--- src/common/fetch_pkg.sv ---
`default_nettype none

package fetch_pkg;

    ////////////////////
    // line geometry

    localparam int LINE_W = 128; // 16 bytes per line

    typedef logic [LINE_W-1:0] line_t;

    ////////////////////
    // encodings

    // source that last loaded a fip register
    typedef enum logic [1:0] {
        SRC_SEQ  = 2'd0, // sequential advance after a take
        SRC_BP   = 2'd1, // branch predictor
        SRC_WB   = 2'd2, // write-back resteer
        SRC_INIT = 2'd3
    } fetch_src_e;

    // refill progress of one cache bank
    typedef enum logic [1:0] {
        ST_LOOKUP  = 2'd0, // normal tag compare
        ST_REQ     = 2'd1, // req raised, waiting on ack
        ST_RELEASE = 2'd2  // line written, waiting for ack to fall
    } bank_state_e;

endpackage

`default_nettype wire

--- src/source/fetch_addr_sel.sv ---
`default_nettype none

module fetch_addr_sel import fetch_pkg::*; #(
    parameter int ADDR_W = 32,
    parameter bit ODD    = 1'b0  // line parity this pointer serves
) (
    input  logic              clk,
    input  logic              rst_n_i,
    input  logic              init_i,
    input  logic [ADDR_W-1:0] init_addr_i,
    input  logic              resteer_i,
    input  logic [ADDR_W-5:0] wb_fip_i,
    input  logic              br_taken_i,
    input  logic [ADDR_W-5:0] bp_fip_i,
    input  logic              take_i,
    output logic [ADDR_W-5:0] fip_o,
    output logic              fip_valid_o,
    output fetch_src_e        src_o
);

    localparam int FIP_W = ADDR_W - 4;

    logic [FIP_W-1:0] init_line;
    logic [FIP_W-1:0] init_fip;
    logic [FIP_W-1:0] fip_d;
    fetch_src_e       src_d;

    ////////////////////
    // init split

    assign init_line = init_addr_i[ADDR_W-1:4];

    // first line at or after the init line with our parity
    assign init_fip = (init_line[0] == ODD) ? init_line : init_line + FIP_W'(1);

    ////////////////////
    // next fip

    always_comb begin
        fip_d = fip_o;
        src_d = src_o;
        if (init_i) begin
            fip_d = init_fip;
            src_d = SRC_INIT;
        end else if (resteer_i) begin
            fip_d = wb_fip_i;
            src_d = SRC_WB;
        end else if (br_taken_i) begin
            fip_d = bp_fip_i;
            src_d = SRC_BP;
        end else if (take_i && fip_valid_o) begin
            fip_d = fip_o + FIP_W'(2); // skip the other bank's line
            src_d = SRC_SEQ;
        end
    end

    always_ff @(posedge clk or negedge rst_n_i) begin
        if (!rst_n_i) begin
            fip_o       <= '0;
            fip_valid_o <= 1'b0;
            src_o       <= SRC_SEQ;
        end else begin
            fip_o <= fip_d;
            src_o <= src_d;
            if (init_i) begin
                fip_valid_o <= 1'b1; // sticky until reset
            end
        end
    end

endmodule

`default_nettype wire

--- config.mk ---
export PLATFORM = sky130hd
export DESIGN_NAME = fetch_addr_sel
export DESIGN_NICKNAME = d
export VERILOG_FILES = /design/src/common/fetch_pkg.sv /design/src/source/fetch_addr_sel.sv
export SDC_FILE = /design/constraint.sdc
export NUM_CORES = 1
export LEC_CHECK = 0
export BUFFER_PORTS_ARGS = -buffer_cell sky130_fd_sc_hd__buf_4
export CAP_MARGIN = 0
export CORE_ASPECT_RATIO = 0.8
export CORE_MARGIN = 2
export CORE_UTILIZATION = 50
export CTS_BUF_LIST = sky130_fd_sc_hd__clkbuf_4 sky130_fd_sc_hd__clkbuf_8
export DETAILED_ROUTE_END_ITERATION = 8
export HOLD_SLACK_MARGIN = 0.12
export PLACE_DENSITY = 0.95
export SLEW_MARGIN = 20
export SYNTH_ARGS = -nofsm -noshare
export SYNTH_HDL_FRONTEND = slang
export SYNTH_SLANG_ARGS = --single-unit
--- constraint.sdc ---
create_clock -name clk -period 2.45 [get_ports clk]
set_input_delay 0.49 -clock clk [delete_from_list [all_inputs] [get_ports clk]]
set_output_delay 0.49 -clock clk [all_outputs]
set_load 0.1 [all_outputs]
Word-level counts from Yosys, hierarchy flattened. Index checks and enable logic that the tools add are counted. Widths: inputs -> output; s select.

Register bits: 31. Input bits: 94. Output and inout port bits: 31. Logic and storage cells: 16.

Add/subtract/negate cells: 2. Mux-type cells: 9. Reductions and logical operators: 2.

Operators with widths (count): $mux 28 (5); $add 28x1->28 const B (1); $add 28x2->28 const B (1); $mux 2 (4); $reduce_bool 4->1 (1); $logic_and 1x1->1 (1).

Longest topological paths before layout.
Word-level depth: 5. Depth in mapped cells: 8. Gate-level depth less buffers: 7.

Least setup slack after synthesis. OpenSTA, ideal clock, no wires.

Path type: register -> register. From: register fip_o[1]. To: register fip_o[25]. Setup time: 0.136 ns. Arrival: 2.765 ns. Path slack: -0.451 ns. Cell stages (with the launch flop): 8. Buffers on the path: 0. Period minus slack after synthesis: 2.901 ns. Cell sequence: dfrtp_1 -> ha_1 -> nand4_2 -> nor4_2 -> nand4_1 -> xnor2_1 -> a222oi_1 -> a21oi_1.

Word-level cells in the longest chain between the ends: 5.

Ends and longest elaborated chain: start: declaration (RTL line fetch_addr_sel.sv:16) `output logic [ADDR_W-5:0] fip_o,`; start signal: assignment (RTL line fetch_addr_sel.sv:63) `fip_o <= fip_d;`; $add 28x2->28 (RTL line fetch_addr_sel.sv:52) `fip_d = fip_o + FIP_W'(2);`; $mux 28 (RTL line fetch_addr_sel.sv:51) `end else if (take_i && fip_valid_o) begin`; $mux 28 (RTL line fetch_addr_sel.sv:48) `end else if (br_taken_i) begin`; $mux 28 (RTL line fetch_addr_sel.sv:45) `end else if (resteer_i) begin`; $mux 28 (RTL line fetch_addr_sel.sv:42) `if (init_i) begin`.

No other way between the ends. The select of a mux whose other input is x is not followed. A chain may end at the register's enable or synchronous reset.

Worst setup path after layout. Ends and elaborated chain as after synthesis.

==> impl_metrics.py <==
metrics = {
    "outcome": {
        "outcome": "finished clean",
    },
    "sta": {
        "report.final.setup_viol": 0,
        "timing.max_slew.rel_slack": 0.406,
        "setup_tns_ns": 0,
        "skew_ns": 0.00528,
        "layout_min_cycle_time_ns": 2.24,
        "post-route-period-util": 0.916,
        "final-max-slew-violation-count": 0,
        "max_slew.worst_pin.slew_ns": 0.889,
        "final_hold_violating_endpoints": 0,
        "grt_setup_unrepaired": "no",
        "fmax_ghz": 0.446,
    },
    "worst_hold_path": {
        "timing.hold.worst.class": "input pin to async pin",
    },
    "power_and_ir_drop": {
        "internal-power_mw": 1.08,
        "power.net_switching_mw": 0.937,
        "vdd_ir_drop_max_mv": 0.218,
        "seqPwrFrac": 0.327,
        "p_per_area_mw_per_mm2": 511,
        "power.static_leakage_nw": 1.67,
        "p_clk_frac": 0.205,
        "switching_fraction_of_total_power": 0.464,
        "totalPowerFinal_mw": 2.02,
        "pwr-share-comb": 0.468,
    },
    "setup_path": {
        "regToRegSetupSlack_ns": 0.21,
        "worst_setup_path_end_kind": "register",
        "startpoint_class_of_the_critical_path": "register",
        "critical_setup_path_kind": "register to register",
        "worst-r2r-cell-count": 7,
        "r2r_start": "fip_o[1]",
        "crit_required_ns": 2.60,
        "reg2reg_end": "fip_o[25]",
        "critPathArrivalTime_ns": 2.40,
        "worstPathMaxFanout": 6,
    },
    "floorplan": {
        "die_h_um": 71.4,
        "initial_utilization": 0.519,
        "total_die_area_sq_mm": 0.00630,
        "core_region_area_sq_mm": 0.00547,
        "fp.dieW_um": 88.2,
        "design.portCount": 125,
        "rows": 24,
    },
    "finish": {
        "antenna_cells": 0,
        "most_common_cell_after_layout_fill_and_taps_aside": "sky130_fd_sc_hd__buf_4",
        "utilization": 0.723,
        "fin_cells": 559,
        "syn_to_final_growth_pct": 39.3,
        "mostFrequentLayoutCells": "sky130_fd_sc_hd__buf_4, sky130_fd_sc_hd__nand2_1, sky130_fd_sc_hd__nor2_1, sky130_fd_sc_hd__a21oi_1, sky130_fd_sc_hd__nand3_1",
        "final_layout_size_suffix_gt1_frac": 0.349,
        "nNetsFinal": 576,
    },
    "yosys": {
        "synth_edf_count": 0,
        "postSynthAreaPerCell_sq_um": 7.77,
        "synth.yosys.warnings": 0,
        "ys_types": 54,
        "synthArstFlopShare": 1.00,
        "sequential_fraction_of_the_synthesis_area": 0.273,
        "synth_nets": 461,
        "dominantRegCellSynth": "sky130_fd_sc_hd__dfrtp_1",
        "synth_cell_area_sq_mm": 0.00284,
        "netlist_instances": 365,
        "yosys_register_bits": 31,
    },
    "global_route": {
        "grtUsageTotal": 0.313,
        "total_global_routing_overflow": 0,
        "antenna_found_initial": 0,
        "grt_pass1_vias": 3188,
        "grt_max_degree": 32,
        "grt_first_pass_wirelength_um": 15400,
    },
    "placed_design": {
        "gp_congestion": 0.940,
        "placed_cells_incl_taps": 551,
        "dp_hpwl_um": 7510,
        "io_buffers": 120,
    },
    "detailed_routing": {
        "via_density": 6.14,
        "drt-total-wl_um": 9780,
        "final_antenna_net_count": 0,
        "routed-via-count": 3434,
        "drc": 0,
        "routedWlPerCell_um": 17.5,
        "first_pass_iters": 6,
        "drt-initial-drc-count": 327,
    },
    "cts": {
        "clk_transition_reported_paths_ns": 0.07,
        "cts.sink_count": 31,
        "cts_tree": "built",
        "cts-root-buf": "sky130_fd_sc_hd__clkbuf_8",
        "clk_path_buf_depth": 2,
        "cts_inserted_buffers": 5,
        "worstSkewPairLatency_ns": 0.28,
        "ctsHtreeMaxLevel": 2,
        "post_cts_buffers": 0,
    },
    "job": {
        "cap_violations": 0,
    },
}
layer usage:
layer,vias to the layer above,GRT usage,wire length (um)
met3,15,0.0772,1140
li1,1605,-,-
met4,0,0.0673,93
met2,217,0.491,4510
met5,-,0,0
met1,1597,0.442,4030
through the flow:
stage	hold slack [ns]	setup slack (ns)	cell area [sq um]
2_1_floorplan	0.194	0.0834	2870
3_3_place_gp	0.452	0.206	3860
3_5_place_dp	0.450	0.190	3860
4_1_cts	0.149	0.170	3950
5_1_grt	0.160	0.000566	3950
6_report	0.133	0.206	3950
flip-flops by register name (all words and copies together), names as in the netlist:
signal	flops
fip_o	28
fip_valid_o	1
src_o	2
final cells by class:
type / instances / area (sq um)
fill: 455 / 1510
inverter: 11 / 41.3
clock buffer: 7 / 83.8
tap: 78 / 97.6
multi-input combinational: 300 / 1940
sequential: 31 / 802
clock inverter: 1 / 5.00
timing repair buffer: 131 / 983
cells in the mapped netlist, types with 11 or more instances:
master                     instances  area share
sky130_fd_sc_hd__xnor2_1          17       0.052
sky130_fd_sc_hd__nand4_1          15       0.033
sky130_fd_sc_hd__clkbuf_1         20       0.026
sky130_fd_sc_hd__a21oi_1          27       0.048
sky130_fd_sc_hd__xor2_1           17       0.052
sky130_fd_sc_hd__a221oi_1         13       0.040
sky130_fd_sc_hd__nand3_1          22       0.039
sky130_fd_sc_hd__inv_1            11       0.015
sky130_fd_sc_hd__nand2_1          43       0.057
sky130_fd_sc_hd__o21ai_0          19       0.034
sky130_fd_sc_hd__dfrtp_1          31        0.27
sky130_fd_sc_hd__nor2_1           29       0.038
kinds of logic (layout without fill, tap and decap cells):
| kind of cell | after synthesis | count (layout) | synth area share |
|---|---|---|---|
| muxes | 5 | 5 | 0.0176 |
| and+or+nand+nor | 147 | 147 | 0.277 |
| adders and majority gates | 2 | 2 | 0.00882 |
| buffers and inverters | 34 | 150 | 0.0459 |
| DFF | 31 | 31 | 0.273 |
| AOI/OAI and AO/OA | 112 | 112 | 0.273 |
| xor gates and xnor gates | 34 | 34 | 0.105 |
power groups by stage:
stage	Clock [mW]	Sequential, mW	Combinational, mW
2_1_floorplan	0	1.05	0.241
3_3_place_gp	0	0.662	0.927
3_5_place_dp	0	0.667	0.940
4_1_cts	0.415	0.658	0.942
5_1_grt	0.441	0.669	0.996
6_report	0.414	0.661	0.947
what timing repair did:
action                                 CTS  global route
endpoints found under the hold margin    0             0
gates resized for setup                  0             0
hold buffers                             0             0
setup endpoints to repair                0             1
worst max-delay path, stage by stage (launching register included):
cell	delay, ns
sky130_fd_sc_hd__dfrtp_4	0.44
sky130_fd_sc_hd__ha_1	0.24
sky130_fd_sc_hd__nand4_2	0.21
sky130_fd_sc_hd__nor4_4	0.46
sky130_fd_sc_hd__nand4_1	0.18
sky130_fd_sc_hd__xnor2_1	0.16
sky130_fd_sc_hd__a222oi_1	0.30
sky130_fd_sc_hd__a21oi_1	0.12
worst max-delay path by stage:
stage | startpoint | endpoint | slack (ns) | cells past startpoint
finish | fip_o[1] | fip_o[25] | 0.21 | 7
global route | fip_o[1] | fip_o[25] | 0.0006 | 7
CTS | fip_o[1] | fip_o[25] | 0.17 | 7
detailed placement | fip_o[1] | fip_o[25] | 0.19 | 7
global placement | fip_o[1] | fip_o[25] | 0.21 | 7
floorplan | fip_o[1] | fip_o[25] | 0.08 | 7
(Power assumes the default switching activity.)
