`src/common/fetch_pkg.sv`:
```
`default_nettype none

package fetch_pkg;

    ////////////////////
    // line geometry

    localparam int LINE_W = 128; // 16 bytes per line

    typedef logic [LINE_W-1:0] line_t;

    ////////////////////
    // encodings

    // source that last loaded a fip register
    typedef enum logic [1:0] {
        SRC_SEQ  = 2'd0, // sequential advance after a take
        SRC_BP   = 2'd1, // branch predictor
        SRC_WB   = 2'd2, // write-back resteer
        SRC_INIT = 2'd3
    } fetch_src_e;

    // refill progress of one cache bank
    typedef enum logic [1:0] {
        ST_LOOKUP  = 2'd0, // normal tag compare
        ST_REQ     = 2'd1, // req raised, waiting on ack
        ST_RELEASE = 2'd2  // line written, waiting for ack to fall
    } bank_state_e;

endpackage

`default_nettype wire

```
`src/common/refill_if.sv`:
```
`default_nettype none

// one bank's refill channel toward the shared memory port
interface refill_if import fetch_pkg::*; #(
    parameter int ADDR_W = 32
) ();

    logic              req;       // bank wants a line
    logic [ADDR_W-5:0] line_addr; // line address, held while req is high
    logic              ack;       // line is valid
    line_t             line;

    modport bank (
        output req,
        output line_addr,
        input  ack,
        input  line
    );

    modport arbiter (
        input  req,
        input  line_addr,
        output ack,
        output line
    );

endinterface

`default_nettype wire

```
`src/icache/icache_bank.sv`:
```
`default_nettype none

module icache_bank import fetch_pkg::*; #(
    parameter int ADDR_W  = 32,
    parameter int INDEX_W = 4
) (
    input  logic              clk,
    input  logic              rst_n_i,
    input  logic [ADDR_W-5:0] fip_i,
    input  logic              fip_valid_i,
    output line_t             line_o,
    output logic              valid_o,
    output logic              fill_o,
    refill_if.bank            refill
);

    localparam int FIP_W = ADDR_W - 4;
    localparam int TAG_W = FIP_W - INDEX_W;
    localparam int LINES = 1 << INDEX_W;

    ////////////////////
    // storage

    logic [LINES-1:0] valid_q;
    logic [TAG_W-1:0] tag_q [LINES];
    line_t            data_q [LINES];

    bank_state_e      state_q;
    bank_state_e      state_d;
    logic [FIP_W-1:0] miss_fip_q; // line being refilled

    logic [INDEX_W-1:0] rd_index;
    logic [TAG_W-1:0]   rd_tag;
    logic [INDEX_W-1:0] wr_index;
    logic               hit;
    logic               fill_write;

    ////////////////////
    // lookup

    assign rd_index = fip_i[INDEX_W-1:0];
    assign rd_tag   = fip_i[FIP_W-1:INDEX_W];
    assign hit      = fip_valid_i && valid_q[rd_index] && (tag_q[rd_index] == rd_tag);

    assign line_o  = data_q[rd_index];
    assign valid_o = (state_q == ST_LOOKUP) && hit;
    assign fill_o  = (state_q != ST_LOOKUP); // bank busy with a refill

    ////////////////////
    // refill

    assign wr_index   = miss_fip_q[INDEX_W-1:0];
    assign fill_write = (state_q == ST_REQ) && refill.ack;

    assign refill.req       = (state_q == ST_REQ);
    assign refill.line_addr = miss_fip_q;

    always_comb begin
        state_d = state_q;
        case (state_q)
            ST_LOOKUP: begin
                if (fip_valid_i && !hit) begin
                    state_d = ST_REQ;
                end
            end
            ST_REQ: begin
                if (refill.ack) begin
                    state_d = ST_RELEASE;
                end
            end
            ST_RELEASE: begin
                if (!refill.ack) begin
                    state_d = ST_LOOKUP; // handshake closed
                end
            end
            default: state_d = ST_LOOKUP;
        endcase
    end

    always_ff @(posedge clk or negedge rst_n_i) begin
        if (!rst_n_i) begin
            state_q <= ST_LOOKUP;
            valid_q <= '0;
        end else begin
            state_q <= state_d;
            if (fill_write) begin
                valid_q[wr_index] <= 1'b1;
            end
        end
    end

    // miss address follows the fip until the bank leaves lookup,
    // so a redirect mid-refill cannot move the write target
    always_ff @(posedge clk) begin
        if (state_q == ST_LOOKUP) begin
            miss_fip_q <= fip_i;
        end
        if (fill_write) begin
            tag_q[wr_index]  <= miss_fip_q[FIP_W-1:INDEX_W];
            data_q[wr_index] <= refill.line;
        end
    end

endmodule

`default_nettype wire

```
`src/flat_wrapper.sv`:
```
// flat-port wrapper written by rule: the top's interface ports become plain ports
module icache_bank_flat import fetch_pkg::*;
#(
    parameter int ADDR_W  = 32,
    parameter int INDEX_W = 4
)
  (clk, rst_n_i, fip_i, fip_valid_i, line_o, valid_o, fill_o, refill_req, refill_line_addr, refill_ack, refill_line);
  refill_if #(.ADDR_W(ADDR_W)) refill_i ();
  input  logic clk;
  input  logic rst_n_i;
  input  logic [ADDR_W-5:0] fip_i;
  input  logic fip_valid_i;
  output line_t line_o;
  output logic valid_o;
  output logic fill_o;
  output wire logic [$bits(refill_i.req)-1:0] refill_req;
  output wire logic [$bits(refill_i.line_addr)-1:0] refill_line_addr;
  input wire logic [$bits(refill_i.ack)-1:0] refill_ack;
  input wire logic [$bits(refill_i.line)-1:0] refill_line;
  assign refill_req = refill_i.req;
  assign refill_line_addr = refill_i.line_addr;
  assign refill_i.ack = refill_ack;
  assign refill_i.line = refill_line;
  icache_bank #(.ADDR_W(ADDR_W), .INDEX_W(INDEX_W)) u_core (.clk(clk), .rst_n_i(rst_n_i), .fip_i(fip_i), .fip_valid_i(fip_valid_i), .line_o(line_o), .valid_o(valid_o), .fill_o(fill_o), .refill(refill_i));
endmodule
```
`config.mk`:
```
export PLATFORM = sky130hd
export DESIGN_NAME = icache_bank_flat
export DESIGN_NICKNAME = d
export VERILOG_FILES = /design/src/common/fetch_pkg.sv /design/src/common/refill_if.sv /design/src/icache/icache_bank.sv /design/src/flat_wrapper.sv
export SDC_FILE = /design/constraint.sdc
export NUM_CORES = 2
export LEC_CHECK = 0
export BUFFER_PORTS_ARGS = -buffer_cell sky130_fd_sc_hd__buf_2
export CAP_MARGIN = 25
export CORE_MARGIN = 2
export CORE_UTILIZATION = 60
export DETAILED_ROUTE_END_ITERATION = 16
export GPL_TIMING_DRIVEN = 0
export PLACE_DENSITY_LB_ADDON = 0.15
export SLEW_MARGIN = 20
export SYNTH_ARGS = -nofsm -noshare
export SYNTH_HDL_FRONTEND = slang
export SYNTH_SLANG_ARGS = --single-unit
export TNS_END_PERCENT = 1
```
`constraint.sdc`:
```
create_clock -name clk -period 18.4 [get_ports clk]
set_clock_uncertainty 0.15 [all_clocks]
set_input_delay 2.76 -clock clk [delete_from_list [all_inputs] [get_ports clk]]
set_output_delay 2.76 -clock clk [all_outputs]
set_load 0.02 [all_outputs]
```
## After elaboration in Yosys (flattened, before gate mapping)

Memories as Yosys holds them, arrays and structs flattened.
Index checks and enable logic that the tools add are counted.

- Register bits: 46
- Memory bits (writable): 2432
- Word-level logic and storage cells: 35
- Memories kept: 2

- Magnitude comparators: 3
- Eq/ne operators: 6
- Multiplexer cells: 10
- Bitwise gates (word level): 1
- Reductions and logical operators: 10

Memories:

| memory | depth | width | read ports | clocked after Yosys merged registers in | write ports | RTL line | text |
|---|---|---|---|---|---|---|---|
| u_core.data_q | 16 | 128 | 1 | 0 | 1 | icache_bank.sv:26 | `line_t data_q [LINES];` |
| u_core.tag_q | 16 | 24 | 1 | 0 | 1 | icache_bank.sv:25 | `logic [TAG_W-1:0] tag_q [LINES];` |

Operators with widths:

| operator | count |
|---|---|
| $eq A24 B24 Y1 | 1 |
| $or A16 B16 Y16 | 1 |
| $lt A4 B5 Y1 const B | 2 |
| $logic_and A1 B1 Y1 | 6 |
| $mux W2 | 3 |
| $pmux W2 S3 | 1 |
| $bmux W1 S4 | 1 |
| $demux W1 S4 | 1 |
| $ge A4 B1 Y1 const B | 1 |
| $mux W1 | 4 |
| $ne A2 B2 Y1 const B | 2 |
| $reduce_and A3 Y1 | 1 |
| $eq A2 B1 Y1 const B | 1 |
| $eq A2 B2 Y1 const B | 1 |
| $logic_not A2 Y1 | 1 |
| $ne A2 B1 Y1 const B | 1 |
| $reduce_bool A2 Y1 | 1 |
| $logic_not A1 Y1 | 1 |

## Depth between registers and ports, before layout

- Depth after elaboration: 8
- Depth in mapped cells: 12
- Gate-level depth less buffers: 7

## Least setup slack after synthesis

No wires, ideal clock.

- Path type: input to register
- Start: input refill_ack
- End: register u_core.valid_q[0]
- Setup time: 0.131 ns
- Arrival: 14.433 ns
- Required time: 18.119 ns
- Setup slack: 3.686 ns
- Stages on the path: 4
- Cell sequence: nand2_1 > or3_1 > nor3_1 > or2_2

- Cells in the longest elaborated chain, start to end: 1

Ends and longest elaborated chain:

| element | RTL line | text |
|---|---|---|
| start: declaration | flat_wrapper.sv:18 | `input wire logic [$bits(refill_i.ack)-1:0] refill_ack;` |
| $logic_and A1 B1 Y1 | icache_bank.sv:53 | `assign fill_write = (state_q == ST_REQ) && refill.ack;` |
| end signal: assignment | icache_bank.sv:83 | `valid_q <= '0;` |
| end signal: indexed assignment | icache_bank.sv:87 | `valid_q[wr_index] <= 1'b1;` |
| end: declaration | icache_bank.sv:24 | `logic [LINES-1:0] valid_q;` |

No other way between the ends.
A chain may end at the register's enable or synchronous reset.

## Worst setup path after layout

- Start: input fip_i[1]
- End: output line_o[30]

- Cells in the longest elaborated chain, start to end: 1

Ends and longest elaborated chain:

| element | RTL line | text |
|---|---|---|
| start: declaration | flat_wrapper.sv:11 | `input logic [ADDR_W-5:0] fip_i;` |
| $mem_v2 Z16 W128 | - |  |
| end: declaration | flat_wrapper.sv:13 | `output line_t line_o;` |

No other way between the ends.

==> results.cfg <==
[status]
status = complete, no violations

[synth]
syn_inst = 3704
synth_top_area_frac = 0.790
synth_area_leader_cell = edfxtp_1
ys.warnings.count = 0
synth_area_leaders = edfxtp_1 79%, mux4_2 17%, mux2i_1 0.71%, dfrtp_1 0.48%, mux4_1 0.37%
synth-edff-count = 2460
ys_seq_area_frac = 0.794
synth_cell_types = 49
synth_commonest_cells = 2460 x edfxtp_1, 706 x mux4_2, 66 x buf_1, 66 x mux2i_1, 65 x clkbuf_1
syn_nets = 3864
synthArstFlopShare = 0.00726
syn_area_sq_um = 93600
synthFlopType = edfxtp_1
syn_area_per_cell_sq_um = 25.3
synth-seq-cells = 2478
yosysMostFrequentCell = edfxtp_1

[global_route]
grt_overflow_total = 0
grtUsageTotal = 0.295
grt_pass1_vias = 45320
grt_antenna_before_repair = 49
grt_pass1_wl_um = 327000
grt_start_max_net_pins = 21

[floorplanning]
fp-row-count = 144
dieHeight_um = 399
fp.dieArea_sq_um = 159000
core_sq_um = 154000
initial_core_util = 0.606
chipWidth_um = 399
io_pins = 319

[sta]
fin_crit_sh = 0.542
hold_ws_ns = 0.311
maxSlewViolCount = 0
setup_viol = 0
max_clock_freq_ghz = 0.100
rsz0062_at_grt = no
relSlewSlack = 0.248
period_minus_slack_ns = 9.97
fin_setup_tns_ns = 0
tightest_slew_ns = 1.13
hold_violations = 0
layout_setup_ws_ns = 8.43

[detailed_routing]
post_drt_via_cell_ratio = 6.58
num_vias = 44688
drc = 0
dr.first_iter.drc_count = 5659
drt-total-wl_um = 230000
firstDrtPassIters = 5
antenna_left = 0
avgRoutedWirePerCell_um = 33.9

[setup_path]
worst_setup_path_end_kind = primary output
worstSetupPathType = input port to primary output
required_ns = 15.49
cp_max_fo = 10
critical_path_arrival_ns = 7.06
critPathLaunchType = input port

[pwr]
switching_share = 0.227
p_int_w = 0.00945
irDropWorstVdd_v = 0.0000885
switching_power_w = 0.00277
finalPower_w = 0.0122
clockPowerShare = 0.368
p_per_area_nw_per_um2 = 112
p_comb_frac = 0.085
leakage_nw = 35.2
seq_power_share = 0.547

[place]
finalWeightedCongestion = 0.772
place_area_sq_um = 102000
dp_slack_ns = 8.43
place_hpwl_um = 150000
port_buffers = 318

[layout]
finish.instance_area_sq_um = 109000
register_area_sq_um = 74300
nNetsFinal = 4688
final_layout_size_suffix_gt1_frac = 0.361
multi_input_area_sq_um = 18500
syn_to_final_growth_pct = 16.8
fillers = 8892

[clocking]
h-tree-depth = 4
cts_max_path_buffers = 3
ctsResizeCount = 0
clock_sinks = 2478
cts_hold_buffers = 0
clk_pin_slew_ns = 0.06
cts_tree = done
clock-root-buffer = clkbuf_16
cts_made_buffers = 234
cts_setup_buffers = 0
clock_latency_ns = 0.86

[run]
maxCapViolCount = 0

[min_path]
hp-class = register to register
## power by group through the flow
stage	sequential [W]	combinational, W	clock [W]
2_1_floorplan	0.00683	0.000505	0
3_3_place_gp	0.00692	0.000903	0
3_5_place_dp	0.00679	0.00104	0
4_1_cts	0.00668	0.00105	0.00455
5_1_grt	0.00670	0.00109	0.00476
6_report	0.00668	0.00104	0.00450
## final cells by class
| cell class | instances | area share |
|---|---|---|
| tap | 2044 | 0.0234 |
| multi-input combinational | 1037 | 0.169 |
| buffer | 182 | 0.00802 |
| inverter | 7 | 0.000241 |
| timing repair buffer | 588 | 0.0538 |
| sequential | 2478 | 0.680 |
| clock buffer | 306 | 0.0565 |
| clock inverter | 126 | 0.00815 |
| antenna | 22 | 0.000504 |
## cells in the final DEF (no fill, tap or decap), types with 41 or more instances in the layout
master     Yosys  final
buf_1         66     48
buf_12         1     69
buf_16         0     57
buf_2         30    364
buf_4         11     95
buf_6          9     60
clkbuf_1      65    129
clkbuf_16      0    236
clkinv_1       2     67
clkinv_2       0     41
edfxtp_1    2460   2460
mux2i_1       66     66
mux4_2       706    706
nand2_1       57     57
## worst paths after layout
| path | start | slack [ns] | depth (start not counted) | end |
|---|---|---|---|---|
| max | fip_i[1] | 8.43 | 11 | line_o[30] |
| min | u_core.valid_q[6] | 0.31 | 1 | u_core.valid_q[6] |
| max reg2reg | u_core.state_q[0] | 14.40 | 13 | u_core.data_q[4][109] |
| min reg2reg | u_core.valid_q[6] | 0.31 | 1 | u_core.valid_q[6] |
| max in group asynchronous | rst_n_i | 16.05 | 1 | u_core.valid_q[3] |
| min in group asynchronous | rst_n_i | 1.70 | 1 | u_core.state_q[1] |
## critical path, cell delays in order
cell and delay, ns:
buf_2 0.15, buf_4 0.17, buf_6 0.20, buf_2 0.35
buf_4 0.35, buf_2 0.35, clkbuf_2 0.64, buf_1 0.89
mux4_2 0.44, mux4_2 0.54, buf_2 0.19
## registers in the layout (all words and copies together), names as in the netlist
signal and count:
u_core.data_q 2048, u_core.tag_q 384, u_core.refill.line_addr 28, u_core.valid_q 16, u_core.state_q 2
## stage by stage
stage / std cells / util
3_3_place_gp: 6066 / 0.633
5_1_grt: 6775 / 0.707
4_1_cts: 6766 / 0.707
6_report: 6790 / 0.708
2_1_floorplan: 3704 / -
3_5_place_dp: 6334 / 0.661
## cell families (layout without fill, tap and decap cells)
family	after synthesis	in the layout	share of synthesized area
xor+xnor	21	21	0.00197
compound gates	67	67	0.00468
mux	788	788	0.181
other cells	0	22	0
flops	2478	2478	0.794
simple gates	161	161	0.00857
buf+inv	189	1209	0.00932
## routing by layer
metal  track usage  vias to the layer above  wire length (um)
met3        0.0676                      406             21800
met5             0                        -               249
met2         0.481                     2373            116000
met4        0.0845                       40              6140
li1              -                    17841                 -
met1         0.407                    24028             86100
Power figures use the tool's default switching activity.
