**config.mk**
```make
export PLATFORM = sky130hd
export DESIGN_NAME = refill_arbiter_flat
export DESIGN_NICKNAME = d
export VERILOG_FILES = /design/src/common/fetch_pkg.sv /design/src/common/refill_if.sv /design/src/icache/refill_arbiter.sv /design/src/flat_wrapper.sv
export SDC_FILE = /design/constraint.sdc
export NUM_CORES = 1
export LEC_CHECK = 0
export ABC_AREA = 0
export ABC_CLOCK_PERIOD_IN_PS = 1940
export BUFFER_PORTS_ARGS = -buffer_cell sky130_fd_sc_hd__buf_4
export CAP_MARGIN = 40
export CELL_PAD_IN_SITES_DETAIL_PLACEMENT = 0
export CELL_PAD_IN_SITES_GLOBAL_PLACEMENT = 1
export CORE_AREA = 2 2 184 186
export CTS_CLUSTER_SIZE = 14
export DETAILED_ROUTE_END_ITERATION = 7
export DIE_AREA = 0 0 186 188
export GPL_ROUTABILITY_DRIVEN = 0
export PLACE_DENSITY = 0.57
export RECOVER_POWER = 100
export SYNTH_ARGS = -nofsm -noshare
export SYNTH_HDL_FRONTEND = slang
export SYNTH_SLANG_ARGS = --single-unit
```
**constraint.sdc**
```tcl
create_clock -name clk -period 1.94 [get_ports clk]
set_clock_uncertainty 0.2 [all_clocks]
set_input_delay 0.097 -clock clk [delete_from_list [all_inputs] [get_ports clk]]
set_output_delay 0.097 -clock clk [all_outputs]
set_load 0.05 [all_outputs]
```
**src/common/fetch_pkg.sv**
```systemverilog
`default_nettype none

package fetch_pkg;

    ////////////////////
    // line geometry

    localparam int LINE_W = 128; // 16 bytes per line

    typedef logic [LINE_W-1:0] line_t;

    ////////////////////
    // encodings

    // source that last loaded a fip register
    typedef enum logic [1:0] {
        SRC_SEQ  = 2'd0, // sequential advance after a take
        SRC_BP   = 2'd1, // branch predictor
        SRC_WB   = 2'd2, // write-back resteer
        SRC_INIT = 2'd3
    } fetch_src_e;

    // refill progress of one cache bank
    typedef enum logic [1:0] {
        ST_LOOKUP  = 2'd0, // normal tag compare
        ST_REQ     = 2'd1, // req raised, waiting on ack
        ST_RELEASE = 2'd2  // line written, waiting for ack to fall
    } bank_state_e;

endpackage

`default_nettype wire

```
**src/common/refill_if.sv**
```systemverilog
`default_nettype none

// one bank's refill channel toward the shared memory port
interface refill_if import fetch_pkg::*; #(
    parameter int ADDR_W = 32
) ();

    logic              req;       // bank wants a line
    logic [ADDR_W-5:0] line_addr; // line address, held while req is high
    logic              ack;       // line is valid
    line_t             line;

    modport bank (
        output req,
        output line_addr,
        input  ack,
        input  line
    );

    modport arbiter (
        input  req,
        input  line_addr,
        output ack,
        output line
    );

endinterface

`default_nettype wire

```
**src/icache/refill_arbiter.sv**
```systemverilog
`default_nettype none

module refill_arbiter import fetch_pkg::*; #(
    parameter int ADDR_W = 32
) (
    input  logic              clk,
    input  logic              rst_n_i,
    refill_if.arbiter         even,
    refill_if.arbiter         odd,
    output logic              mem_req_o,
    output logic [ADDR_W-5:0] mem_addr_o,
    input  logic              mem_ack_i,
    input  line_t             mem_line_i
);

    logic owner_q; // 0 even bank, 1 odd bank
    logic last_q;  // bank of the last completed handshake
    logic owner_d;
    logic idle;

    ////////////////////
    // routing

    assign mem_req_o  = owner_q ? odd.req : even.req;
    assign mem_addr_o = owner_q ? odd.line_addr : even.line_addr;

    assign even.ack  = mem_ack_i && !owner_q;
    assign odd.ack   = mem_ack_i && owner_q;
    assign even.line = owner_q ? '0 : mem_line_i;
    assign odd.line  = owner_q ? mem_line_i : '0;

    // port free in both directions
    assign idle = !mem_req_o && !mem_ack_i;

    ////////////////////
    // selection

    always_comb begin
        case ({even.req, odd.req})
            2'b10:   owner_d = 1'b0;
            2'b01:   owner_d = 1'b1;
            default: owner_d = !last_q; // both or none, favour the other bank
        endcase
    end

    always_ff @(posedge clk or negedge rst_n_i) begin
        if (!rst_n_i) begin
            owner_q <= 1'b0;
            last_q  <= 1'b1; // even bank first out of reset
        end else begin
            if (idle) begin
                owner_q <= owner_d;
            end
            if (mem_req_o && mem_ack_i) begin
                last_q <= owner_q;
            end
        end
    end

endmodule

`default_nettype wire

```
**src/flat_wrapper.sv**
```systemverilog
// flat-port wrapper written by rule: the top's interface ports become plain ports
module refill_arbiter_flat import fetch_pkg::*;
#(
    parameter int ADDR_W = 32
)
  (clk, rst_n_i, mem_req_o, mem_addr_o, mem_ack_i, mem_line_i, even_req, even_line_addr, even_ack, even_line, odd_req, odd_line_addr, odd_ack, odd_line);
  refill_if #(.ADDR_W(ADDR_W)) even_i ();
  refill_if #(.ADDR_W(ADDR_W)) odd_i ();
  input  logic clk;
  input  logic rst_n_i;
  output logic mem_req_o;
  output logic [ADDR_W-5:0] mem_addr_o;
  input  logic mem_ack_i;
  input  line_t mem_line_i;
  input wire logic [$bits(even_i.req)-1:0] even_req;
  input wire logic [$bits(even_i.line_addr)-1:0] even_line_addr;
  output wire logic [$bits(even_i.ack)-1:0] even_ack;
  output wire logic [$bits(even_i.line)-1:0] even_line;
  input wire logic [$bits(odd_i.req)-1:0] odd_req;
  input wire logic [$bits(odd_i.line_addr)-1:0] odd_line_addr;
  output wire logic [$bits(odd_i.ack)-1:0] odd_ack;
  output wire logic [$bits(odd_i.line)-1:0] odd_line;
  assign even_i.req = even_req;
  assign even_i.line_addr = even_line_addr;
  assign even_ack = even_i.ack;
  assign even_line = even_i.line;
  assign odd_i.req = odd_req;
  assign odd_i.line_addr = odd_line_addr;
  assign odd_ack = odd_i.ack;
  assign odd_line = odd_i.line;
  refill_arbiter #(.ADDR_W(ADDR_W)) u_core (.clk(clk), .rst_n_i(rst_n_i), .even(even_i), .odd(odd_i), .mem_req_o(mem_req_o), .mem_addr_o(mem_addr_o), .mem_ack_i(mem_ack_i), .mem_line_i(mem_line_i));
endmodule
```
# --- Word-level counts from Yosys, hierarchy flattened ---
# Index checks and enable logic that the tools add are counted.
word_totals:
  regBits: 2
  inputBits: 189
  output_inout_bits: 287
  elab_cells: 17
op_classes:
  eq_ne: 2
  mux: 5
  reduce_logical: 8
ops:
  columns: ["op", "count"]
  rows:
  - ["$mux 128", 2]
  - ["$mux 28", 1]
  - ["$logic_and 1x1->1", 4]
  - ["$logic_not 1->1", 4]
  - ["$eq 2x1->1 const B", 1]
  - ["$eq 2x2->1 const B", 1]
  - ["$pmux 1 s2", 1]
  - ["$mux 1", 1]

# --- Longest topological paths before layout ---
# Gate-level depths: netlist (run 1).
depth:
  word_depth: 3
  depth_mapped: 4
  ltp_nobuf: 4

# --- Least setup slack after synthesis (run 1) ---
# No wires, ideal clock.
synth_path:
  path_type: "reg-to-output"
  startpoint: "register u_core.owner_q"
  endpoint: "output mem_req_o"
  arrival_time_ns: 1.806
  t_required_ns: 1.643
  slack_ns: -0.163
  path_stages_with_launch: 4
  path_buffers: 2
  path_cell_list: "dfrtp_1 buf_2 buf_2 o21ai_0"
synth_via:
  elab_chain_cells: 1
synth_rtl:
  columns: ["item", "line", "source"]
  rows:
  - ["start, declared", "refill_arbiter.sv:16", "logic owner_q;"]
  - ["start signal, assigned", "refill_arbiter.sv:52", "owner_q <= owner_d;"]
  - ["$mux 1", "refill_arbiter.sv:24", "assign mem_req_o = owner_q ? odd.req : even.req;"]
  - ["end, declared", "flat_wrapper.sv:11", "output logic mem_req_o;"]
# Every way passes these cells.

# --- Worst setup path after layout (run 1) ---
layout_path:
  startpoint: "register u_core.owner_q"
  endpoint: "output mem_addr_o[5]"
layout_via:
  elab_chain_cells: 1
layout_rtl:
  columns: ["item", "line", "source"]
  rows:
  - ["$mux 28", "refill_arbiter.sv:25", "assign mem_addr_o = owner_q ? odd.line_addr : even.line_addr;"]
  - ["end, declared", "flat_wrapper.sv:12", "output logic [ADDR_W-5:0] mem_addr_o;"]
# Every way passes these cells.

==> impl_metrics.toml, run 1 <==
[global_route]
grt_pass1_wl_mm = 20.6
track_usage = 0.0767
grt_pass1_vias = 3595
antenna_found_initial = 0
overflow = 0
grt_max_degree = 85

[yosys]
syn_inst = 332
synth.most_common_cell = "and2_1"
synth-edff-count = 0
synth-seq-area-share = 0.0229
yosys.area.top_type_share = 0.364
synth_common_cells = "130 x and2_1, 129 x nor2b_1, 26 x mux2_2, 19 x buf_2, 8 x clkbuf_1"
synth_cell_types = 19
syn_nets = 522
async_reset_ff_frac = 1.00
ys_warn_count = 0
ys_ff_latch = 2
yosys-top-cells-area = "and2_1 36%, nor2b_1 36%, mux2_2 13%"
synthFlopType = "dfstp_2"
yosysTopAreaCell = "and2_1"
postSynthAreaPerCell_um2 = 6.73
synth_area_um2 = 2240

[setup_path]
path_cells = "buf_12 > buf_4 > mux2_2 > buf_4"
crit_end = "mem_addr_o[5]"
cpMostUsedCell = "buf_4"
cpMaxStageDelayCell = "dfrtp_4"
path_max_fanout = 18
required_ns = 1.64
crit_cells = 4
cp_num_buf_inv = 3
r2r_setup_slack_ns = 0.46
r2r_cells = 3
r2r_start = "u_core.owner_q$_DFFE_PN0P_"
reg2reg_to = "u_core.owner_q$_DFFE_PN0P_"
cp-start-kind = "register"
cp_data_arrival_time_ns = 1.62
endpoint_kind = "output pin"
worst_path_dominant_cell_family = "buffers and inverters"
path_class = "reg2out"
max_stage_delay_ns = 0.43
startpoint = "u_core.owner_q$_DFFE_PN0P_"

[sta]
final-setup-viol-count = 0
timing.fmax_mhz = 521
holdWs_ns = -0.00652
setup_slack_ns = 0.0216
finalHoldViolCount = 1
tns_ns = 0
maxSlewViolCount = 0
post-route-period-util = 0.989
tightest_slew_ns = 0.373
slew_headroom = 0.752
fin_crit_ns = 1.92
rsz0062_at_grt = "yes"

[clock_tree]
clockBufferDepth = 2
clkTransAtPathRegs_ns = 0.03
tritoncts = "done"
insertion_delay_ns = 0.22
cts_root_buf = "clkbuf_16"
cts_max_level = 1
cts_sinks = 2
cts_buffers = 3

[run_status]
status = "complete, but fails checks"
failed_checks = "negative hold slack"

[final_layout]
final_net_count = 995
final_util = 0.198
syn_to_final_growth_pct = 193
drive_above_1_share = 0.655
final_design_area_no_fill_um2 = 6550
antennaDiodeCount = 0

[power_and_ir_drop]
peakVddDrop_v = 0.000599
power_density_nw_per_um2 = 1470
power.leakage_nw = 3.34

[die]
dieArea_um2 = 35000
fp.dieH_um = 188
pin_count = 476
die_x_um = 186
fp.coreArea_um2 = 33100
start_util = 0.0675
rows = 67

[flow_run]
drv_cap = 0

[routing]
drt.antenna.violating_nets = 0
drt_iter0_drc = 104
vias = 3851
wire_per_inst_um = 12.3
drtPass1Iterations = 4
avgViaCountPerCell = 3.08
wl_mm = 15.4
drc = 0

[placed_design]
place_hpwl_mm = 13.5
dp_slack_ns = 0.231
portBuffers = 475
place_area_um2 = 6370

[hold_path]
hp-class = "in2reg"
min_from = "mem_ack_i"
[kinds of logic (layout without fill, tap and decap cells)]
logic type / after synthesis / after routing / share of synthesized area
AO/OA/AOI/OAI: 6 / 6 / 0.0196
adder cells (fa/ha/maj): 1 / 1 / 0.00560
buffers and inverters: 33 / 505 / 0.0811
flip-flops: 2 / 2 / 0.0229
multiplexers: 28 / 28 / 0.141
AND/OR/NAND/NOR: 262 / 262 / 0.730
[how the worst min path moves through the flow]
| stage | to | slack (ns) | depth (start not counted) |
|---|---|---|---|
| floorplan | u_core.owner_q$_DFFE_PN0P_ | -0.40 | 0 |
| global placement | u_core.owner_q$_DFFE_PN0P_ | -0.32 | 1 |
| detailed placement | u_core.owner_q$_DFFE_PN0P_ | -0.32 | 1 |
| CTS | u_core.owner_q$_DFFE_PN0P_ | 0.008 | 3 |
| global route | u_core.owner_q$_DFFE_PN0P_ | 0.05 | 3 |
| finish | u_core.owner_q$_DFFE_PN0P_ | -0.007 | 3 |
[flip-flops by register name, indices dropped and copies added (netlist names)]
name / flops
u_core.last_q: 1
u_core.owner_q: 1
[power by group]
group / switching [mW] / leakage (nW) / internal [mW]
Clock: 0.0555 / 0.0382 / 0.271
Combinational: 6.36 / 3.28 / 2.85
Sequential: 0.0172 / 0.0210 / 0.0674
Total: 6.43 / 3.34 / 3.19
[worst reg2reg max path, stage by stage, from the launching register on]
cell     delay (ns)
dfrtp_4        0.43
buf_12         0.26
o21ba_1        0.21
o31ai_1        0.27
[cells in the final DEF (no fill, tap or decap), types with 2 or more instances in the layout]
master,netlist,layout
buf_4,1,489
dlygate4sd3_1,0,4
nor2b_1,129,129
mux2_2,26,26
clkbuf_16,0,4
buf_12,0,4
nand2_1,2,2
and2_1,130,130
mux2_1,2,2
[repair_timing]
action | 4_1_cts | 5_1_grt
cloned | 0 | 1
setup buffers | 0 | 3
endpoints found under the setup margin | 1 | 9
hold buffers | 4 | 0
pin swaps | 0 | 0
resized for setup | 1 | 0
endpoints found under the hold margin | 4 | 0
[area by class of cell]
class,count,area [um2]
Multi-Input combinational cell,297,2000
Clock buffer,4,78.8
Tap cell,448,561
Fill cell,3759,26600
Inverter,1,3.75
Sequential cell,2,55.1
Timing Repair Buffer,500,3850
[through the flow]
step,instances,power (mW)
detailed placement,1240,9.24
finish,1252,9.62
floorplan,332,6.42
CTS,1248,9.60
global placement,1240,9.27
global route,1252,10.0
[routing by layer]
metal / vias to the layer above / track usage / wire length [um]
met4: 0 / 0.0121 / 97
met2: 220 / 0.143 / 7940
met5: - / 0 / 0
met3: 6 / 0.00738 / 1080
met1: 1672 / 0.0955 / 6330
li1: 1953 / - / -
No activity file was read; power rests on OpenSTA's default activity.
==> inputs of run 2 (changes only) <==
--- a/config.mk
+++ b/config.mk
@@ -7,7 +7,7 @@
 export LEC_CHECK = 0
 export ABC_AREA = 0
 export ABC_CLOCK_PERIOD_IN_PS = 1940
-export BUFFER_PORTS_ARGS = -buffer_cell sky130_fd_sc_hd__buf_4
+export BUFFER_PORTS_ARGS = -buffer_cell sky130_fd_sc_hd__buf_2
 export CAP_MARGIN = 40
 export CELL_PAD_IN_SITES_DETAIL_PLACEMENT = 0
 export CELL_PAD_IN_SITES_GLOBAL_PLACEMENT = 1
==> run 2 against run 1 <==
Routed wire length fell by 6.2%. Worst setup slack worse by 0.012 ns. Final cell count down 0.16%. Maximum frequency fell by 0.61%. Global-route usage fell by 0.87 points. Critical endpoint is now even_line[0]. The flow now finishes without violations. Non-clock buffer count is 2 lower. Register-to-register slack got worse by 0.10 ns. Largest power group unchanged. First-iteration DRC count decreased by 19%.
==> impl_metrics.toml, run 2 (same netlist as run 1, synthesis figures left out) <==
[setup_path]
endpoint_kind = "output pin"
required_ns = 1.64
cp-start-kind = "register"
max_stage_delay_ns = 0.51
r2r_start = "u_core.owner_q$_DFFE_PN0P_"
startpoint = "u_core.owner_q$_DFFE_PN0P_"
path_cells = "buf_12 > clkbuf_16 > nor2b_1 > clkbuf_4"
path_class = "reg2out"
cp_data_arrival_time_ns = 1.63
cpMaxStageDelayCell = "dfrtp_4"
path_max_fanout = 41

[routing]
drc = 0
wire_per_inst_um = 11.6
wl_mm = 14.5
vias = 3895
drt_iter0_drc = 84
drt.antenna.violating_nets = 0
drtPass1Iterations = 4
avgViaCountPerCell = 3.12

[power_and_ir_drop]
peakVddDrop_v = 0.000641
total_power_mw = 8.65
power.leakage_nw = 3.05
power_density_nw_per_um2 = 1610

[die]
pin_count = 476
start_util = 0.0675
dieArea_um2 = 35000
die_x_um = 186
fp.coreArea_um2 = 33100
rows = 67
fp.dieH_um = 188

[clock_tree]
clockBufferDepth = 2
insertion_delay_ns = 0.22
cts_root_buf = "clkbuf_16"
cts_sinks = 2
cts_max_level = 1
cts_buffers = 3
tritoncts = "done"
clkTransAtPathRegs_ns = 0.03

[global_route]
track_usage = 0.0680
grt_pass1_wl_mm = 18.2
antenna_found_initial = 1
overflow = 0
grt_max_degree = 83
grt_pass1_vias = 3324

[sta]
rsz0062_at_grt = "yes"
tightest_slew_ns = 0.285
final-setup-viol-count = 0
maxSlewViolCount = 0
post-route-period-util = 0.995
fin_crit_ns = 1.93
timing.fmax_mhz = 518
slew_headroom = 0.812
finalHoldViolCount = 0

[hold_path]
min_from = "mem_ack_i"
hp-class = "in2reg"

[flow_run]
drv_cap = 0

[final_layout]
antennaDiodeCount = 0
syn_to_final_growth_pct = 140
fin_cells = 1250
final_common_cell = "buf_2"
layout_common_cells = "469 x buf_2, 130 x and2_1, 129 x nor2b_1, 26 x mux2_2, 14 x buf_4"
final_net_count = 993
fill_cells = 3774
drive_above_1_share = 0.653
reg.largest.list = "u_core.last_q: 1 flops, u_core.owner_q: 1 flops"
final_util = 0.162

[placed_design]
place_hpwl_mm = 12.3
placed_cells = 1239
portBuffers = 475

[run_status]
status = "finished clean"
-- run 2: worst max-delay path, delay by kind of cell, from the launching register on --
family,cells,cell delay (ns)
buf+inv,3,0.64
flops,1,0.51
simple gates,1,0.23
-- run 2: per-layer routing --
layer | global-route usage | routed length, um | up-vias
li1 | - | - | 1952
met1 | 0.0830 | 5920 | 1696
met2 | 0.129 | 7350 | 242
met3 | 0.00563 | 1130 | 5
met4 | 0.0127 | 90 | 0
met5 | 0 | 0 | -
-- run 2: metrics by stage --
stage	instance area, um2	setup slack (ns)	setup TNS (ns)	hold WS, ns
detailed placement	5160	0.246	0	-0.312
global placement	5160	0.255	0	-0.315
finish	5360	0.00993	0	0.0278
global route	5360	-0.0204	-0.0618	0.0591
CTS	5280	0.00316	0	0.0297
floorplan	2240	0.220	0	-0.399
-- run 2: final cells by class --
cell class,instances,area [um2],share of cell area
tap,448,561,0.105
clock buffer,4,78.8,0.0147
multi-input combinational,297,2000,0.374
timing repair buffer,498,2660,0.496
sequential,2,55.1,0.0103
inverter,1,3.75,0.000700
-- run 2: final timing paths --
check,endpoint,slack (ns),depth (start not counted)
setup / recovery,even_line[0],0.01,4
hold / removal,u_core.owner_q$_DFFE_PN0P_,0.03,3
setup reg to reg,u_core.owner_q$_DFFE_PN0P_,0.36,4
hold reg to reg,u_core.last_q$_DFFE_PN1P_,0.36,1
max in group asynchronous,u_core.owner_q$_DFFE_PN0P_,0.86,3
min in group asynchronous,u_core.last_q$_DFFE_PN1P_,0.18,2
-- run 2: timing repair --
item	in CTS	in global routing
endpoints found under the setup margin	0	50
endpoints found under the hold margin	4	0
setup buffers	0	1
resized for setup	0	5
hold buffers	4	0
-- run 2: power breakdown --
part | total (mW) | switching [mW] | internal (mW)
Clock | 0.325 | 0.0542 | 0.271
Combinational | 8.24 | 6.26 | 1.98
Sequential | 0.0939 | 0.0263 | 0.0676
==> inputs of run 3 (changes only) <==
--- a/config.mk
+++ b/config.mk
@@ -12,7 +12,7 @@
 export CELL_PAD_IN_SITES_DETAIL_PLACEMENT = 0
 export CELL_PAD_IN_SITES_GLOBAL_PLACEMENT = 1
 export CORE_AREA = 2 2 184 186
-export CTS_CLUSTER_SIZE = 14
+export CTS_CLUSTER_SIZE = 28
 export DETAILED_ROUTE_END_ITERATION = 7
 export DIE_AREA = 0 0 186 188
 export GPL_ROUTABILITY_DRIVEN = 0
==> constraint.sdc (replaced) <==
create_clock -name clk -period 1.94 [get_ports clk]
set_clock_uncertainty 0.2 [all_clocks]
set_input_delay 0.388 -clock clk [delete_from_list [all_inputs] [get_ports clk]]
set_output_delay 0.388 -clock clk [all_outputs]
set_load 0.05 [all_outputs]
==> run 3 against run 2 <==
The flow now finishes with violations (negative setup slack). Sequential cell count unchanged. Worst setup slack worse by 0.21 ns. Critical path depth stayed put. Routed wire length rose by 13%. First-iteration DRC count decreased by 18%. Register-to-register slack better by 0.26 ns. Combinational power grew 21%. Die area unchanged. Via count up 3.4%. Clock-buffer cell count did not move. Critical path type unchanged. Largest power group unchanged.
==> impl_metrics.toml, run 3 (same netlist as run 1, synthesis figures left out) <==
[routing]
vias = 4027
wire_per_inst_um = 12.9
wl_mm = 16.3
drc = 0
drt_iter0_drc = 69
drt.antenna.violating_nets = 0
avgViaCountPerCell = 3.19
drtPass1Iterations = 4

[power_and_ir_drop]
seqPwrFrac = 0.009
power_frac_comb = 0.960
p_clk_frac = 0.031
intPower_mw = 3.64
power.leakage_nw = 3.48
switching_power_mw = 6.71
swShare = 0.648
power_density_nw_per_um2 = 1510
peakVddDrop_v = 0.000711

[setup_path]
endpoint_kind = "output pin"
max_stage_delay_ns = 0.44
path_max_fanout = 13
cpMaxStageDelayCell = "dfrtp_4"
path_cells = "buf_12 > buf_4 > mux2_2 > buf_4"
reg2reg_to = "u_core.owner_q$_DFFE_PN0P_"
required_ns = 1.35
r2r_start = "u_core.owner_q$_DFFE_PN0P_"
cpMostUsedCell = "buf_4"
crit_end = "mem_addr_o[23]"
cp-start-kind = "register"
path_class = "reg2out"
startpoint = "u_core.owner_q$_DFFE_PN0P_"
r2r_cells = 3
cp_data_arrival_time_ns = 1.55
r2r_setup_slack_ns = 0.62

[sta]
maxSlewViolCount = 0
tightest_slew_ns = 0.285
setup_slack_ns = -0.201
finalHoldViolCount = 0
rsz0062_at_grt = "yes"
fin_crit_ns = 2.14
timing.fmax_mhz = 467
post-route-period-util = 1.10
holdWs_ns = 0.281
final-setup-viol-count = 264
slew_headroom = 0.811
tns_ns = -24.79

[final_layout]
layout_common_cells = "253 x buf_2, 129 x and2_1, 110 x buf_6, 103 x buf_4, 61 x nor2b_2"
reg.largest.list = "u_core.last_q: 1 flops, u_core.owner_q: 1 flops"
fill_cells = 3677
syn_to_final_growth_pct = 206
fin_cells = 1262
final_util = 0.206
drive_above_1_share = 0.752
final_common_cell = "buf_2"
final_net_count = 1002

[flow_run]
drv_cap = 0

[clock_tree]
clkTransAtPathRegs_ns = 0.03
cts_sinks = 2
tritoncts = "done"
cts_max_level = 1
insertion_delay_ns = 0.23
cts_root_buf = "clkbuf_16"
cts_buffers = 3
clockBufferDepth = 2

[die]
fp.dieH_um = 188
rows = 67
fp.coreArea_um2 = 33100
start_util = 0.0675
die_x_um = 186
pin_count = 476
dieArea_um2 = 35000

[global_route]
grt_max_degree = 43
grt_pass1_vias = 3831
overflow = 0
antenna_found_initial = 3
grt_pass1_wl_mm = 21.3
track_usage = 0.0784

[placed_design]
portBuffers = 475
placed_cells = 1246
place_hpwl_mm = 13.4

[run_status]
failed_checks = "negative setup slack"
status = "complete, but fails checks"

[hold_path]
hp-class = "in2async"
## run 3: cell type report
| cell class | instances | area [um2] | area share |
|---|---|---|---|
| Timing Repair Buffer | 507 | 3880 | 0.567 |
| Multi-Input combinational cell | 297 | 2250 | 0.329 |
| Tap cell | 448 | 561 | 0.0820 |
| Clock buffer | 4 | 78.8 | 0.0115 |
| Sequential cell | 2 | 55.1 | 0.00805 |
| Antenna cell | 3 | 7.51 | 0.00110 |
| Inverter | 1 | 3.75 | 0.000549 |
## run 3: power by group through the flow
stage / Combinational [mW] / Sequential (mW) / Clock, mW
after global routing: 10.3 / 0.0907 / 0.337
after global placement: 8.40 / 0.0971 / 0
final: 9.93 / 0.0880 / 0.325
after CTS: 9.26 / 0.0883 / 0.331
after detailed placement: 8.38 / 0.0986 / 0
after floorplan: 6.38 / 0.0717 / 0
## run 3: through the flow
step / power (mW) / setup WS [ns] / cell area, um2
global route: 10.8 / -0.245 / 6830
detailed placement: 8.48 / -0.0641 / 5410
CTS: 9.68 / -0.214 / 6200
floorplan: 6.45 / -0.0545 / 2260
global placement: 8.49 / -0.0556 / 5410
finish: 10.3 / -0.201 / 6840
## run 3: critical path, delay by kind of cell, from the launching register on
kind	cells	cell delay (ns)
buf+inv	3	0.52
flops	1	0.44
mux	1	0.34
## run 3: worst min-delay path by stage
stage / from / to / slack [ns] / cells after the start
after CTS: rst_n_i / u_core.owner_q$_DFFE_PN0P_ / 0.27 / 2
after floorplan: rst_n_i / u_core.owner_q$_DFFE_PN0P_ / -0.11 / 0
after global placement: rst_n_i / u_core.owner_q$_DFFE_PN0P_ / -0.02 / 1
final: rst_n_i / u_core.owner_q$_DFFE_PN0P_ / 0.28 / 2
after global routing: rst_n_i / u_core.owner_q$_DFFE_PN0P_ / 0.30 / 2
after detailed placement: rst_n_i / u_core.owner_q$_DFFE_PN0P_ / -0.02 / 1
## run 3: per-layer routing
metal / GRT usage / part of all wire / up-vias
li1: - / - / 1981
met3: 0.00816 / 0.059 / 11
met5: 0 / 0.00049 / -
met2: 0.145 / 0.52 / 209
met1: 0.0981 / 0.41 / 1824
met4: 0.0130 / 0.0094 / 2
## run 3: timing repair
item,4_1_cts,5_1_grt
endpoints found under the hold margin,2,0
setup buffers,2,1
gates cloned,1,4
setup endpoints to repair,279,283
hold buffers,1,0
resized for setup,233,207
